$ cat src/include/pf_consts.svh
`ifndef PF_CONSTS_SVH
`define PF_CONSTS_SVH

`define PF_ADDR_W           16          // vram word address bits
`define PF_WORD_W           16          // vram data bits
`define PF_COLOR_W          8           // pixel index bits
`define PF_HCOUNT_W         11          // horizontal pixel count bits

`define PF_SCANOUT_BEGIN    160         // h count one cycle before first displayed pixel
`define PF_SCANOUT_END      800         // h count where scanout stops

`define PF_REG_W            3           // register number bits
`define PF_REG_START        3'd0        // display start address
`define PF_REG_LINE_LEN     3'd1        // words per line
`define PF_REG_GFX_CTRL     3'd2        // blank, bpp, h/v repeat
`define PF_REG_COLORBASE    3'd3        // xor'd onto every pixel index
`define PF_REG_BORDER       3'd4        // color outside the scanout window
`define PF_REG_LINE_START   3'd5        // next line start override

`define PF_GFX_BLANK_BIT    7           // 1 = playfield off
`define PF_GFX_BPP_BIT      4           // 0 = 4 bpp, 1 = 8 bpp
`define PF_GFX_HREP_LSB     2           // 2-bit horizontal repeat
`define PF_GFX_VREP_LSB     0           // 2-bit vertical repeat

`endif

$ cat src/rtl/pf_pkg.sv
`include "pf_consts.svh"

package pf_pkg;

    typedef logic [`PF_ADDR_W-1:0]   addr_t;        // vram word address
    typedef logic [`PF_WORD_W-1:0]   word_t;        // vram data word
    typedef logic [`PF_COLOR_W-1:0]  color_t;       // pixel color index
    typedef logic [`PF_HCOUNT_W-1:0] hcount_t;      // horizontal pixel count

    // extra cycles (or lines) a pixel is repeated, 0 = shown once
    typedef logic [1:0] rep_t;

    typedef enum logic {
        BPP_4 = 1'b0,                               // one nibble per pixel, 2 words per group
        BPP_8 = 1'b1                                // one byte per pixel
    } bpp_e;

    // one group of 8 pixels, element 7 (top byte) is shown first
    typedef color_t [7:0] pixels_t;

endpackage

$ cat src/rtl/pf_regs.sv
`timescale 1ns/100ps
`include "pf_consts.svh"

module pf_regs import pf_pkg::*; (
    input  logic                    clk,
    input  logic                    reset_i,
    input  logic                    reg_wr_i,               // register write strobe
    input  logic [`PF_REG_W-1:0]    reg_num_i,              // register being written
    input  word_t                   reg_data_i,
    output addr_t                   start_addr_o,           // frame start address
    output word_t                   line_len_o,             // words added per line
    output logic                    blank_o,
    output bpp_e                    bpp_o,
    output rep_t                    h_rep_o,
    output rep_t                    v_rep_o,
    output color_t                  colorbase_o,
    output color_t                  border_o,
    output logic                    gfx_ctrl_set_o,         // pulse, gfx ctrl just written
    output logic                    line_start_set_o,       // pulse, line start override written
    output addr_t                   line_start_addr_o       // override address
);

    always_ff @(posedge clk) begin
        if (reset_i) begin
            start_addr_o      <= '0;
            line_len_o        <= '0;
            blank_o           <= 1'b0;
            bpp_o             <= BPP_4;
            h_rep_o           <= '0;
            v_rep_o           <= '0;
            colorbase_o       <= '0;
            border_o          <= '0;
            gfx_ctrl_set_o    <= 1'b0;
            line_start_set_o  <= 1'b0;
            line_start_addr_o <= '0;
        end else begin
            gfx_ctrl_set_o   <= 1'b0;                       // pulses last one cycle
            line_start_set_o <= 1'b0;
            if (reg_wr_i) begin
                case (reg_num_i)
                    `PF_REG_START:      start_addr_o <= reg_data_i;
                    `PF_REG_LINE_LEN:   line_len_o   <= reg_data_i;
                    `PF_REG_GFX_CTRL: begin                 // unpack control word fields
                        blank_o        <= reg_data_i[`PF_GFX_BLANK_BIT];
                        bpp_o          <= bpp_e'(reg_data_i[`PF_GFX_BPP_BIT]);
                        h_rep_o        <= reg_data_i[`PF_GFX_HREP_LSB +: 2];
                        v_rep_o        <= reg_data_i[`PF_GFX_VREP_LSB +: 2];
                        gfx_ctrl_set_o <= 1'b1;             // line addr reloads v countdown
                    end
                    `PF_REG_COLORBASE:  colorbase_o  <= reg_data_i[`PF_COLOR_W-1:0];
                    `PF_REG_BORDER:     border_o     <= reg_data_i[`PF_COLOR_W-1:0];
                    `PF_REG_LINE_START: begin
                        line_start_addr_o <= reg_data_i;
                        line_start_set_o  <= 1'b1;          // takes over at once
                    end
                    default: ;                              // 6 and 7 unused
                endcase
            end
        end
    end

endmodule

$ cat src/rtl/pf_line_addr.sv
`timescale 1ns/100ps
`include "pf_consts.svh"

module pf_line_addr import pf_pkg::*; (
    input  logic    clk,
    input  logic    reset_i,
    input  logic    end_of_line_i,
    input  logic    end_of_frame_i,
    input  logic    blank_i,
    input  addr_t   start_addr_i,                           // frame start address
    input  word_t   line_len_i,
    input  rep_t    v_rep_i,                                // extra repeats of each line
    input  logic    gfx_ctrl_set_i,
    input  logic    line_start_set_i,
    input  addr_t   line_start_addr_i,
    output addr_t   line_start_o                            // first word of the current line
);

    rep_t v_count;                                          // repeats left before advancing

    always_ff @(posedge clk) begin
        if (reset_i) begin
            line_start_o <= '0;
            v_count      <= '0;
        end else begin
            if (gfx_ctrl_set_i) begin
                v_count <= v_rep_i;                         // new repeat takes effect now
            end
            if (line_start_set_i) begin
                line_start_o <= line_start_addr_i;          // software override
            end
            if (end_of_line_i) begin
                if (v_count != '0) begin
                    v_count <= v_count - 1'b1;              // show same line again
                end else begin
                    v_count      <= v_rep_i;
                    line_start_o <= line_start_o + `PF_ADDR_W'(line_len_i);
                end
            end
            // a new frame, or a blanked plane, starts over from the top
            if (blank_i || end_of_frame_i) begin
                line_start_o <= start_addr_i;
                v_count      <= v_rep_i;
            end
        end
    end

endmodule

$ cat src/rtl/pf_fetch.sv
`timescale 1ns/100ps
`include "pf_consts.svh"

module pf_fetch import pf_pkg::*; (
    input  logic                        clk,
    input  logic                        reset_i,
    input  logic                        mem_fetch_i,        // fetch window
    input  logic                        mem_fetch_start_i,  // start of fetch window
    input  addr_t                       line_start_i,
    input  bpp_e                        bpp_i,
    input  logic                        buf_full_i,         // pixel buffer still occupied
    input  word_t                       vram_data_i,        // valid one cycle after select
    output logic                        vram_sel_o,
    output addr_t                       vram_addr_o,
    output logic                        words_ready_o,      // pulse, words_o hold a group
    output logic [4*`PF_WORD_W-1:0]     words_o             // word 0 in the top bits
);

    typedef enum logic [2:0] {
        FETCH_IDLE,                                         // outside the fetch window
        FETCH_ADDR,                                         // first select, waits for buffer room
        FETCH_WAIT,                                         // second select, hand over last group
        FETCH_READ_0,                                       // capture word 0 (8 bpp: 3rd select)
        FETCH_READ_1,                                       // capture word 1 (8 bpp: 4th select)
        FETCH_READ_2,
        FETCH_READ_3
    } fetch_st_e;

    fetch_st_e  state;
    addr_t      disp_addr;                                  // next display word to read
    logic       initial_grp;                                // no complete group yet this line
    logic       issue;                                      // select a word this cycle

    // 4 bpp needs two words per group, 8 bpp needs four
    always_comb begin
        issue = 1'b0;
        if (mem_fetch_i) begin
            case (state)
                FETCH_ADDR:   issue = !buf_full_i;
                FETCH_WAIT:   issue = 1'b1;
                FETCH_READ_0: issue = (bpp_i == BPP_8);
                FETCH_READ_1: issue = (bpp_i == BPP_8);
                default:      issue = 1'b0;
            endcase
        end
    end

    always_ff @(posedge clk) begin
        if (reset_i) begin
            state         <= FETCH_IDLE;
            disp_addr     <= '0;
            initial_grp   <= 1'b0;
            vram_sel_o    <= 1'b0;
            vram_addr_o   <= '0;
            words_ready_o <= 1'b0;
        end else begin
            vram_sel_o    <= issue;
            words_ready_o <= 1'b0;
            if (issue) begin
                vram_addr_o <= disp_addr;
                disp_addr   <= disp_addr + 1'b1;
            end
            if (!mem_fetch_i) begin
                state <= FETCH_IDLE;                        // window closed, drop partial group
            end else begin
                case (state)
                    FETCH_IDLE: state <= FETCH_ADDR;
                    FETCH_ADDR: begin
                        if (!buf_full_i) begin
                            state <= FETCH_WAIT;
                        end
                    end
                    FETCH_WAIT: begin
                        words_ready_o <= !initial_grp;      // words_o hold the previous group
                        initial_grp   <= 1'b0;
                        state         <= FETCH_READ_0;
                    end
                    FETCH_READ_0: state <= FETCH_READ_1;
                    FETCH_READ_1: state <= (bpp_i == BPP_8) ? FETCH_READ_2 : FETCH_ADDR;
                    FETCH_READ_2: state <= FETCH_READ_3;
                    default:      state <= FETCH_ADDR;      // READ_3 ends the group
                endcase
            end
            if (mem_fetch_start_i) begin
                disp_addr   <= line_start_i;                // rewind to this line's data
                initial_grp <= 1'b1;
            end
        end
    end

    // words are overwritten only after the buffer has copied them
    always_ff @(posedge clk) begin
        case (state)
            FETCH_READ_0: words_o[3*`PF_WORD_W +: `PF_WORD_W] <= vram_data_i;
            FETCH_READ_1: words_o[2*`PF_WORD_W +: `PF_WORD_W] <= vram_data_i;
            FETCH_READ_2: words_o[1*`PF_WORD_W +: `PF_WORD_W] <= vram_data_i;
            FETCH_READ_3: words_o[0 +: `PF_WORD_W]            <= vram_data_i;
            default: ;
        endcase
    end

endmodule

$ cat src/rtl/pf_pixel_buf.sv
`timescale 1ns/100ps
`include "pf_consts.svh"

module pf_pixel_buf import pf_pkg::*; (
    input  logic                        clk,
    input  logic                        reset_i,
    input  logic                        mem_fetch_start_i,  // new line, drop old group
    input  bpp_e                        bpp_i,
    input  logic                        words_ready_i,
    input  logic [4*`PF_WORD_W-1:0]     words_i,
    input  logic                        buf_take_i,         // scanout copies pixels_o
    output logic                        buf_full_o,
    output pixels_t                     pixels_o
);

    pixels_t expanded;                                      // words_i as 8 indices

    // element 7 is the first pixel, taken from the top of words_i
    always_comb begin
        for (int j = 0; j < 8; j++) begin
            if (bpp_i == BPP_8) begin
                expanded[j] = words_i[j*`PF_COLOR_W +: `PF_COLOR_W];
            end else begin
                expanded[j] = {4'h0, words_i[2*`PF_WORD_W + 4*j +: 4]};    // words 0 and 1
            end
        end
    end

    always_ff @(posedge clk) begin
        if (reset_i) begin
            buf_full_o <= 1'b0;
        end else begin
            if (buf_take_i || mem_fetch_start_i) begin
                buf_full_o <= 1'b0;                         // room for the next group
            end
            if (words_ready_i) begin
                buf_full_o <= 1'b1;                         // new group wins over a take
            end
        end
    end

    always_ff @(posedge clk) begin
        if (words_ready_i) begin
            pixels_o <= expanded;
        end
    end

endmodule

$ cat src/rtl/pf_scanout.sv
`timescale 1ns/100ps
`include "pf_consts.svh"

module pf_scanout import pf_pkg::*; (
    input  logic    clk,
    input  logic    reset_i,
    input  hcount_t h_count_i,
    input  logic    mem_fetch_i,
    input  logic    mem_fetch_start_i,
    input  logic    end_of_line_i,
    input  logic    blank_i,
    input  rep_t    h_rep_i,                                // extra cycles per pixel
    input  color_t  colorbase_i,
    input  color_t  border_i,
    input  pixels_t pixels_i,                               // group waiting in the buffer
    output logic    buf_take_o,                             // pulse, group copied this cycle
    output color_t  color_o
);

    logic       scanout;                                    // inside the display window
    logic       scanout_start;
    logic       scanout_end;
    logic       next_pixel;                                 // current pixel fully shown
    rep_t       rep_count;                                  // cycles left on current pixel
    logic [2:0] column;                                     // pixel within the group
    pixels_t    shifter;                                    // element 7 is on screen

    always_comb begin
        scanout_start = mem_fetch_i && (h_count_i == hcount_t'(`PF_SCANOUT_BEGIN));
        scanout_end   = (h_count_i == hcount_t'(`PF_SCANOUT_END));
        next_pixel    = scanout && (rep_count == '0);
        buf_take_o    = scanout_start || (next_pixel && column == 3'd7);
    end

    always_ff @(posedge clk) begin
        if (reset_i) begin
            scanout   <= 1'b0;
            rep_count <= '0;
            column    <= '0;
            color_o   <= '0;
        end else begin
            if (scanout_start) begin
                scanout   <= 1'b1;
                rep_count <= h_rep_i;
                column    <= '0;
            end else if (next_pixel) begin
                rep_count <= h_rep_i;                       // reload for the next pixel
                column    <= column + 1'b1;                 // wraps to 0 on group load
            end else if (scanout) begin
                rep_count <= rep_count - 1'b1;
            end
            if (scanout_end || end_of_line_i || mem_fetch_start_i) begin
                scanout <= 1'b0;
            end
            // border outside the window and while blanked
            color_o <= (scanout && !blank_i) ? (shifter[7] ^ colorbase_i) : border_i;
        end
    end

    always_ff @(posedge clk) begin
        if (buf_take_o) begin
            shifter <= pixels_i;                            // next 8 pixels from buffer
        end else if (next_pixel) begin
            shifter <= {shifter[6:0], border_i};            // bring up next pixel
        end
    end

endmodule

$ cat src/rtl/video_playfield.sv
`timescale 1ns/100ps
`include "pf_consts.svh"

module video_playfield import pf_pkg::*; (
    input  logic                    clk,
    input  logic                    reset_i,
    input  hcount_t                 h_count_i,
    input  logic                    mem_fetch_i,            // fetch window level
    input  logic                    mem_fetch_start_i,
    input  logic                    end_of_line_i,
    input  logic                    end_of_frame_i,
    input  logic                    reg_wr_i,
    input  logic [`PF_REG_W-1:0]    reg_num_i,
    input  word_t                   reg_data_i,
    output logic                    vram_sel_o,
    output addr_t                   vram_addr_o,
    input  word_t                   vram_data_i,            // one cycle after vram_sel_o
    output color_t                  color_o
);

    addr_t                      start_addr;
    addr_t                      line_start_addr;            // override from register write
    addr_t                      line_start;                 // current line start
    word_t                      line_len;
    logic                       blank;
    bpp_e                       bpp;
    rep_t                       h_rep;
    rep_t                       v_rep;
    color_t                     colorbase;
    color_t                     border;
    logic                       gfx_ctrl_set;
    logic                       line_start_set;
    logic                       fetch_en;                   // window with plane enabled
    logic                       words_ready;
    logic [4*`PF_WORD_W-1:0]    words;
    logic                       buf_full;
    logic                       buf_take;
    pixels_t                    pixels;

    assign fetch_en = mem_fetch_i && !blank;                // blanked plane reads nothing

    pf_regs u_regs (
        .clk, .reset_i, .reg_wr_i, .reg_num_i, .reg_data_i,
        .start_addr_o(start_addr), .line_len_o(line_len), .blank_o(blank),
        .bpp_o(bpp), .h_rep_o(h_rep), .v_rep_o(v_rep),
        .colorbase_o(colorbase), .border_o(border),
        .gfx_ctrl_set_o(gfx_ctrl_set), .line_start_set_o(line_start_set),
        .line_start_addr_o(line_start_addr)
    );

    pf_line_addr u_line_addr (
        .clk, .reset_i, .end_of_line_i, .end_of_frame_i,
        .blank_i(blank), .start_addr_i(start_addr), .line_len_i(line_len),
        .v_rep_i(v_rep), .gfx_ctrl_set_i(gfx_ctrl_set),
        .line_start_set_i(line_start_set), .line_start_addr_i(line_start_addr),
        .line_start_o(line_start)
    );

    pf_fetch u_fetch (
        .clk, .reset_i, .mem_fetch_i(fetch_en), .mem_fetch_start_i,
        .line_start_i(line_start), .bpp_i(bpp), .buf_full_i(buf_full),
        .vram_data_i, .vram_sel_o, .vram_addr_o,
        .words_ready_o(words_ready), .words_o(words)
    );

    pf_pixel_buf u_pixel_buf (
        .clk, .reset_i, .mem_fetch_start_i, .bpp_i(bpp),
        .words_ready_i(words_ready), .words_i(words), .buf_take_i(buf_take),
        .buf_full_o(buf_full), .pixels_o(pixels)
    );

    pf_scanout u_scanout (
        .clk, .reset_i, .h_count_i, .mem_fetch_i, .mem_fetch_start_i, .end_of_line_i,
        .blank_i(blank), .h_rep_i(h_rep), .colorbase_i(colorbase), .border_i(border),
        .pixels_i(pixels), .buf_take_o(buf_take), .color_o
    );

endmodule

$ cat config.mk
export PLATFORM = sky130hd
export DESIGN_NAME = video_playfield
export DESIGN_NICKNAME = d
export VERILOG_FILES = /design/src/rtl/pf_pkg.sv /design/src/rtl/pf_regs.sv /design/src/rtl/pf_line_addr.sv /design/src/rtl/pf_fetch.sv /design/src/rtl/pf_pixel_buf.sv /design/src/rtl/pf_scanout.sv /design/src/rtl/video_playfield.sv
export VERILOG_INCLUDE_DIRS = /design/src /design/src/include
export SDC_FILE = /design/constraint.sdc
export NUM_CORES = 1
export LEC_CHECK = 0
export BUFFER_PORTS_ARGS = -buffer_cell sky130_fd_sc_hd__buf_4
export CORE_AREA = 2 2 168 170
export CTS_BUF_LIST = sky130_fd_sc_hd__clkbuf_16
export DETAILED_ROUTE_END_ITERATION = 12
export DIE_AREA = 0 0 170 172
export GPL_TIMING_DRIVEN = 0
export PLACE_DENSITY = 0.79
export SYNTH_ARGS = -nofsm -noshare
export SYNTH_HDL_FRONTEND = slang
export SYNTH_HIERARCHICAL = 1
export SYNTH_SLANG_ARGS = --single-unit
$ cat constraint.sdc
create_clock -name clk -period 6.4 [get_ports clk]
set_input_delay 1.92 -clock clk [delete_from_list [all_inputs] [get_ports clk]]
set_output_delay 1.92 -clock clk [all_outputs]
set_load 0.02 [all_outputs]
==> flow_metrics.py <==
metrics = {
    "cts": {
        "cts_post_setup_buffers_inserted": 0,
        "clkSlewWorstSetupHoldPaths_ps": 60,
        "cts.root.buffer_cell": "clkbuf_16",
        "cts_resized": 0,
        "cts_tree": "yes",
        "cts_hold_repair.buffers": 0,
        "numCtsBuffers": 36,
        "ctsHtreeMaxLevel": 2,
        "cts_num_sinks": 335,
        "insertion_delay_ps": 530,
        "cts_max_path_buffers": 3,
    },
    "worst_setup_path": {
        "slack_of_the_worst_reg_to_reg_path_ps": 3970,
        "arrival_worst_endpoint_ps": 3490,
        "cp-startpoint": "h_count_i[6]",
        "ordered_cell_list_for_the_critical_path": "buf_4, nor4_4, and3_1, buf_6, nand2b_4",
        "crit_family": "simple AND/OR/NAND/NOR gates",
        "critPathRequiredTime_ps": 6540,
        "crit_cells": 5,
        "cp-end-kind": "flip-flop",
        "critPathBufInv": 2,
        "cp_max_fo": 64,
        "rr_worst_depth": 8,
        "critPathCapture": "u_scanout/shifter[19]",
        "slowest_cell_on_the_critical_path": "nand2b_4",
        "critical-path-max-stage-delay_ps": 730,
        "worstReg2RegStart": "u_line_addr/line_start_o[0]",
        "critPathLaunchType": "input port",
        "critical_path_class": "input port to flip-flop",
        "critical_path.reg2reg.endpoint": "u_line_addr/line_start_o[12]",
    },
    "timing": {
        "final_period_utilization_pct": 52.3,
        "setup-tns-final_ps": 0,
        "timing_max_transition_violations_final": 0,
        "setup_violations": 0,
        "final_skew_ps": 13.1,
        "timing.max_slew.rel_slack_pct": 33.0,
        "worst_slew_pin_slew_ps": 1000,
        "maxClockFrequency_mhz": 299,
        "post-route-min-period_ps": 3340,
        "report.final.hold_viol_count": 0,
        "grt_setup_unrepaired": "no",
    },
    "run_status": {
        "outcome": "complete, no violations",
    },
    "power": {
        "ir_worst_vdd_v": 0.000254,
        "power-per-cell-area_nw_per_um2": 262,
        "power.total_mw": 4.44,
        "leakagePower_nw": 6.54,
    },
    "synth": {
        "post_synthesis_sequential_area_ratio_pct": 58.2,
        "count_of_flip_flops_with_a_built_in_enable_after_synthesis": 192,
        "ys_dominant_reg_cell": "edfxtp_1",
        "yosys_warnings": 6,
        "synth_area_per_cell_um2": 13.3,
        "syn-num-nets": 1189,
        "postSynthCellCount": 1116,
        "yosys.cell_types.count": 79,
        "synth-async-reset-ratio_pct": 0,
        "synthesis.area_um2": 14800,
        "synth.ff_latch_count": 335,
    },
    "route": {
        "drt-wirelength-per-cell_um": 21.0,
        "wirelength_um": 33700,
        "vias": 9380,
        "drcViolationCount": 0,
        "dr.first_iter.drc_count": 898,
        "route.detailed.vias_per_inst": 5.85,
        "drt.antenna.violating_nets": 0,
        "drt-pass1-iter-count": 9,
    },
    "die": {
        "die_w_um": 170,
        "die-area_um2": 29200,
        "floorplan.die.height_um": 172,
        "num_io_pins": 78,
        "num_rows": 61,
        "initial_core_util_pct": 53.9,
        "core_um2": 27500,
    },
    "global_route": {
        "global_route.usage.met1_pct": 31.3,
        "groute.layer.met3.usage_pct": 3.57,
        "vias_in_the_first_global_route": 9326,
        "global_routing_usage_summed_across_all_routing_layers_pct": 23.0,
        "globalRoute.busiestLayer": "met2",
        "largest_net_degree_at_the_start_of_global_routing": 66,
        "global_route.usage.met2_pct": 38.1,
        "grt_antenna_before_repair": 0,
        "first_pass_grt_wire_length_um": 51700,
        "grt_overflow": 0,
    },
    "finish": {
        "antenna-diode-count": 0,
        "post_route_cells_drive_above_1_share_pct": 22.9,
        "finalNetCount": 1307,
        "area_delta_synth_final_pct": 14.4,
    },
    "worst_hold_path": {
        "worst_hold_path_type": "flip-flop to flip-flop",
    },
    "job": {
        "max-cap-violations": 0,
    },
    "placed_design": {
        "io_buffer_count": 77,
        "gp_congestion": 0.914,
        "dp.final_hpwl_um": 21800,
    },
}
metrics by stage:
stage | instance area, µm² | instances | hold slack (ps) | util [%] | worst slack (ps)
2_1_floorplan | 14800 | 1116 | 393 | - | 1850
3_3_place_gp | 15800 | 1539 | 407 | 57.6 | 816
3_5_place_dp | 15900 | 1542 | 395 | 57.8 | 2510
4_1_cts | 16900 | 1604 | 409 | 61.7 | 3050
5_1_grt | 16900 | 1604 | 431 | 61.7 | 2940
6_report | 16900 | 1604 | 405 | 61.7 | 3060
sequential cells by signal, summed over array words and instances (netlist names), 8 cells and up:
register	flops
u_scanout/color_o	8
u_fetch/disp_addr	16
u_fetch/words_o	64
u_pixel_buf/pixels_o	64
u_regs/line_start_addr_o	16
u_line_addr/line_start_o	16
u_regs/border_o	8
u_regs/colorbase_o	8
u_regs/start_addr_o	16
u_scanout/shifter	64
u_fetch/vram_addr_o	16
u_regs/line_len_o	16
how the worst min path moves through the flow:
stage,to,startpoint,cells after the start,slack [ps]
3_5_place_dp,u_fetch/words_ready_o,u_fetch/initial_grp,1,400
3_3_place_gp,u_fetch/words_ready_o,u_fetch/initial_grp,1,410
4_1_cts,u_fetch/words_ready_o,u_fetch/initial_grp,1,410
6_report,u_fetch/words_ready_o,u_fetch/initial_grp,1,410
2_1_floorplan,u_fetch/words_ready_o,u_fetch/initial_grp,1,390
5_1_grt,u_fetch/words_ready_o,u_fetch/initial_grp,1,430
Yosys cell counts, types with 4 or more instances:
library cell / n / area (µm²)
nand3b_1: 5 / 37.5
a211o_1: 4 / 35.0
nand2_1: 65 / 244
o21ai_0: 8 / 40.0
nor2_1: 45 / 169
edfxtp_1: 192 / 5770
a21o_1: 5 / 37.5
xnor2_1: 14 / 123
and2_1: 33 / 206
buf_4: 6 / 45.0
nand3_1: 13 / 65.1
a21oi_1: 52 / 260
o31ai_1: 9 / 67.6
ha_1: 19 / 238
mux2i_1: 87 / 871
nor3_1: 21 / 105
a31oi_1: 5 / 31.3
nand4_1: 9 / 56.3
nor3b_1: 4 / 30.0
clkbuf_1: 34 / 128
dfxtp_1: 143 / 2860
o211ai_1: 7 / 52.6
or4_1: 7 / 52.6
mux2_4: 77 / 1160
inv_1: 9 / 33.8
buf_2: 13 / 65.1
xor2_1: 6 / 52.6
mux2_2: 21 / 236
a311oi_1: 8 / 70.1
and3_1: 4 / 25.0
a211oi_1: 12 / 90.1
o31a_1: 5 / 43.8
buf_12: 9 / 180
nand2b_1: 91 / 569
buf_6: 5 / 56.3
power breakdown:
part	internal, mW	switching (mW)	total, mW
sequential	2.29	0.0261	2.31
clock	1.07	0.838	1.91
combinational	0.0935	0.124	0.218
cells in the final DEF (no fill, tap or decap), types with 12 or more instances in the layout:
cell type | Yosys | final
a21oi_1 | 52 | 52
ha_1 | 19 | 19
inv_1 | 9 | 17
mux2_2 | 21 | 21
nand2b_1 | 91 | 90
buf_2 | 13 | 13
buf_4 | 6 | 83
nand3_1 | 13 | 13
a211oi_1 | 12 | 12
nor2_1 | 45 | 44
nor3_1 | 21 | 21
clkbuf_1 | 34 | 34
mux2_4 | 77 | 77
clkbuf_16 | 0 | 36
xnor2_1 | 14 | 14
dfxtp_1 | 143 | 142
nand2_1 | 65 | 65
mux2i_1 | 87 | 87
edfxtp_1 | 192 | 192
and2_1 | 33 | 33
area by class of cell:
type	count	area, µm²
Sequential cell	335	8630
Inverter	10	37.5
Clock buffer	36	901
Tap cell	346	433
Timing Repair Buffer	80	616
Fill cell	2035	10500
Multi-Input combinational cell	703	5670
Clock inverter	26	168
Buffer	68	489
layer usage:
layer,up-vias,share of wire (%)
met3,63,6.3
met4,0,2.3
met1,4618,44
met5,-,0
li1,4344,-
met2,355,48
cells by family (layout without fill, tap and decap cells):
kind of cell    after synthesis  count (layout)  share of synthesized area, %
fa+ha+maj                    20              20                          1.74
mux                         185             185                          15.3
xor+xnor                     20              20                          1.18
compound gates              144             144                          6.90
simple gates                334             334                          13.1
flops                       335             335                          58.2
buf+inv                      78             220                          3.56
Note: power is estimated with default switching activity, not from simulation.
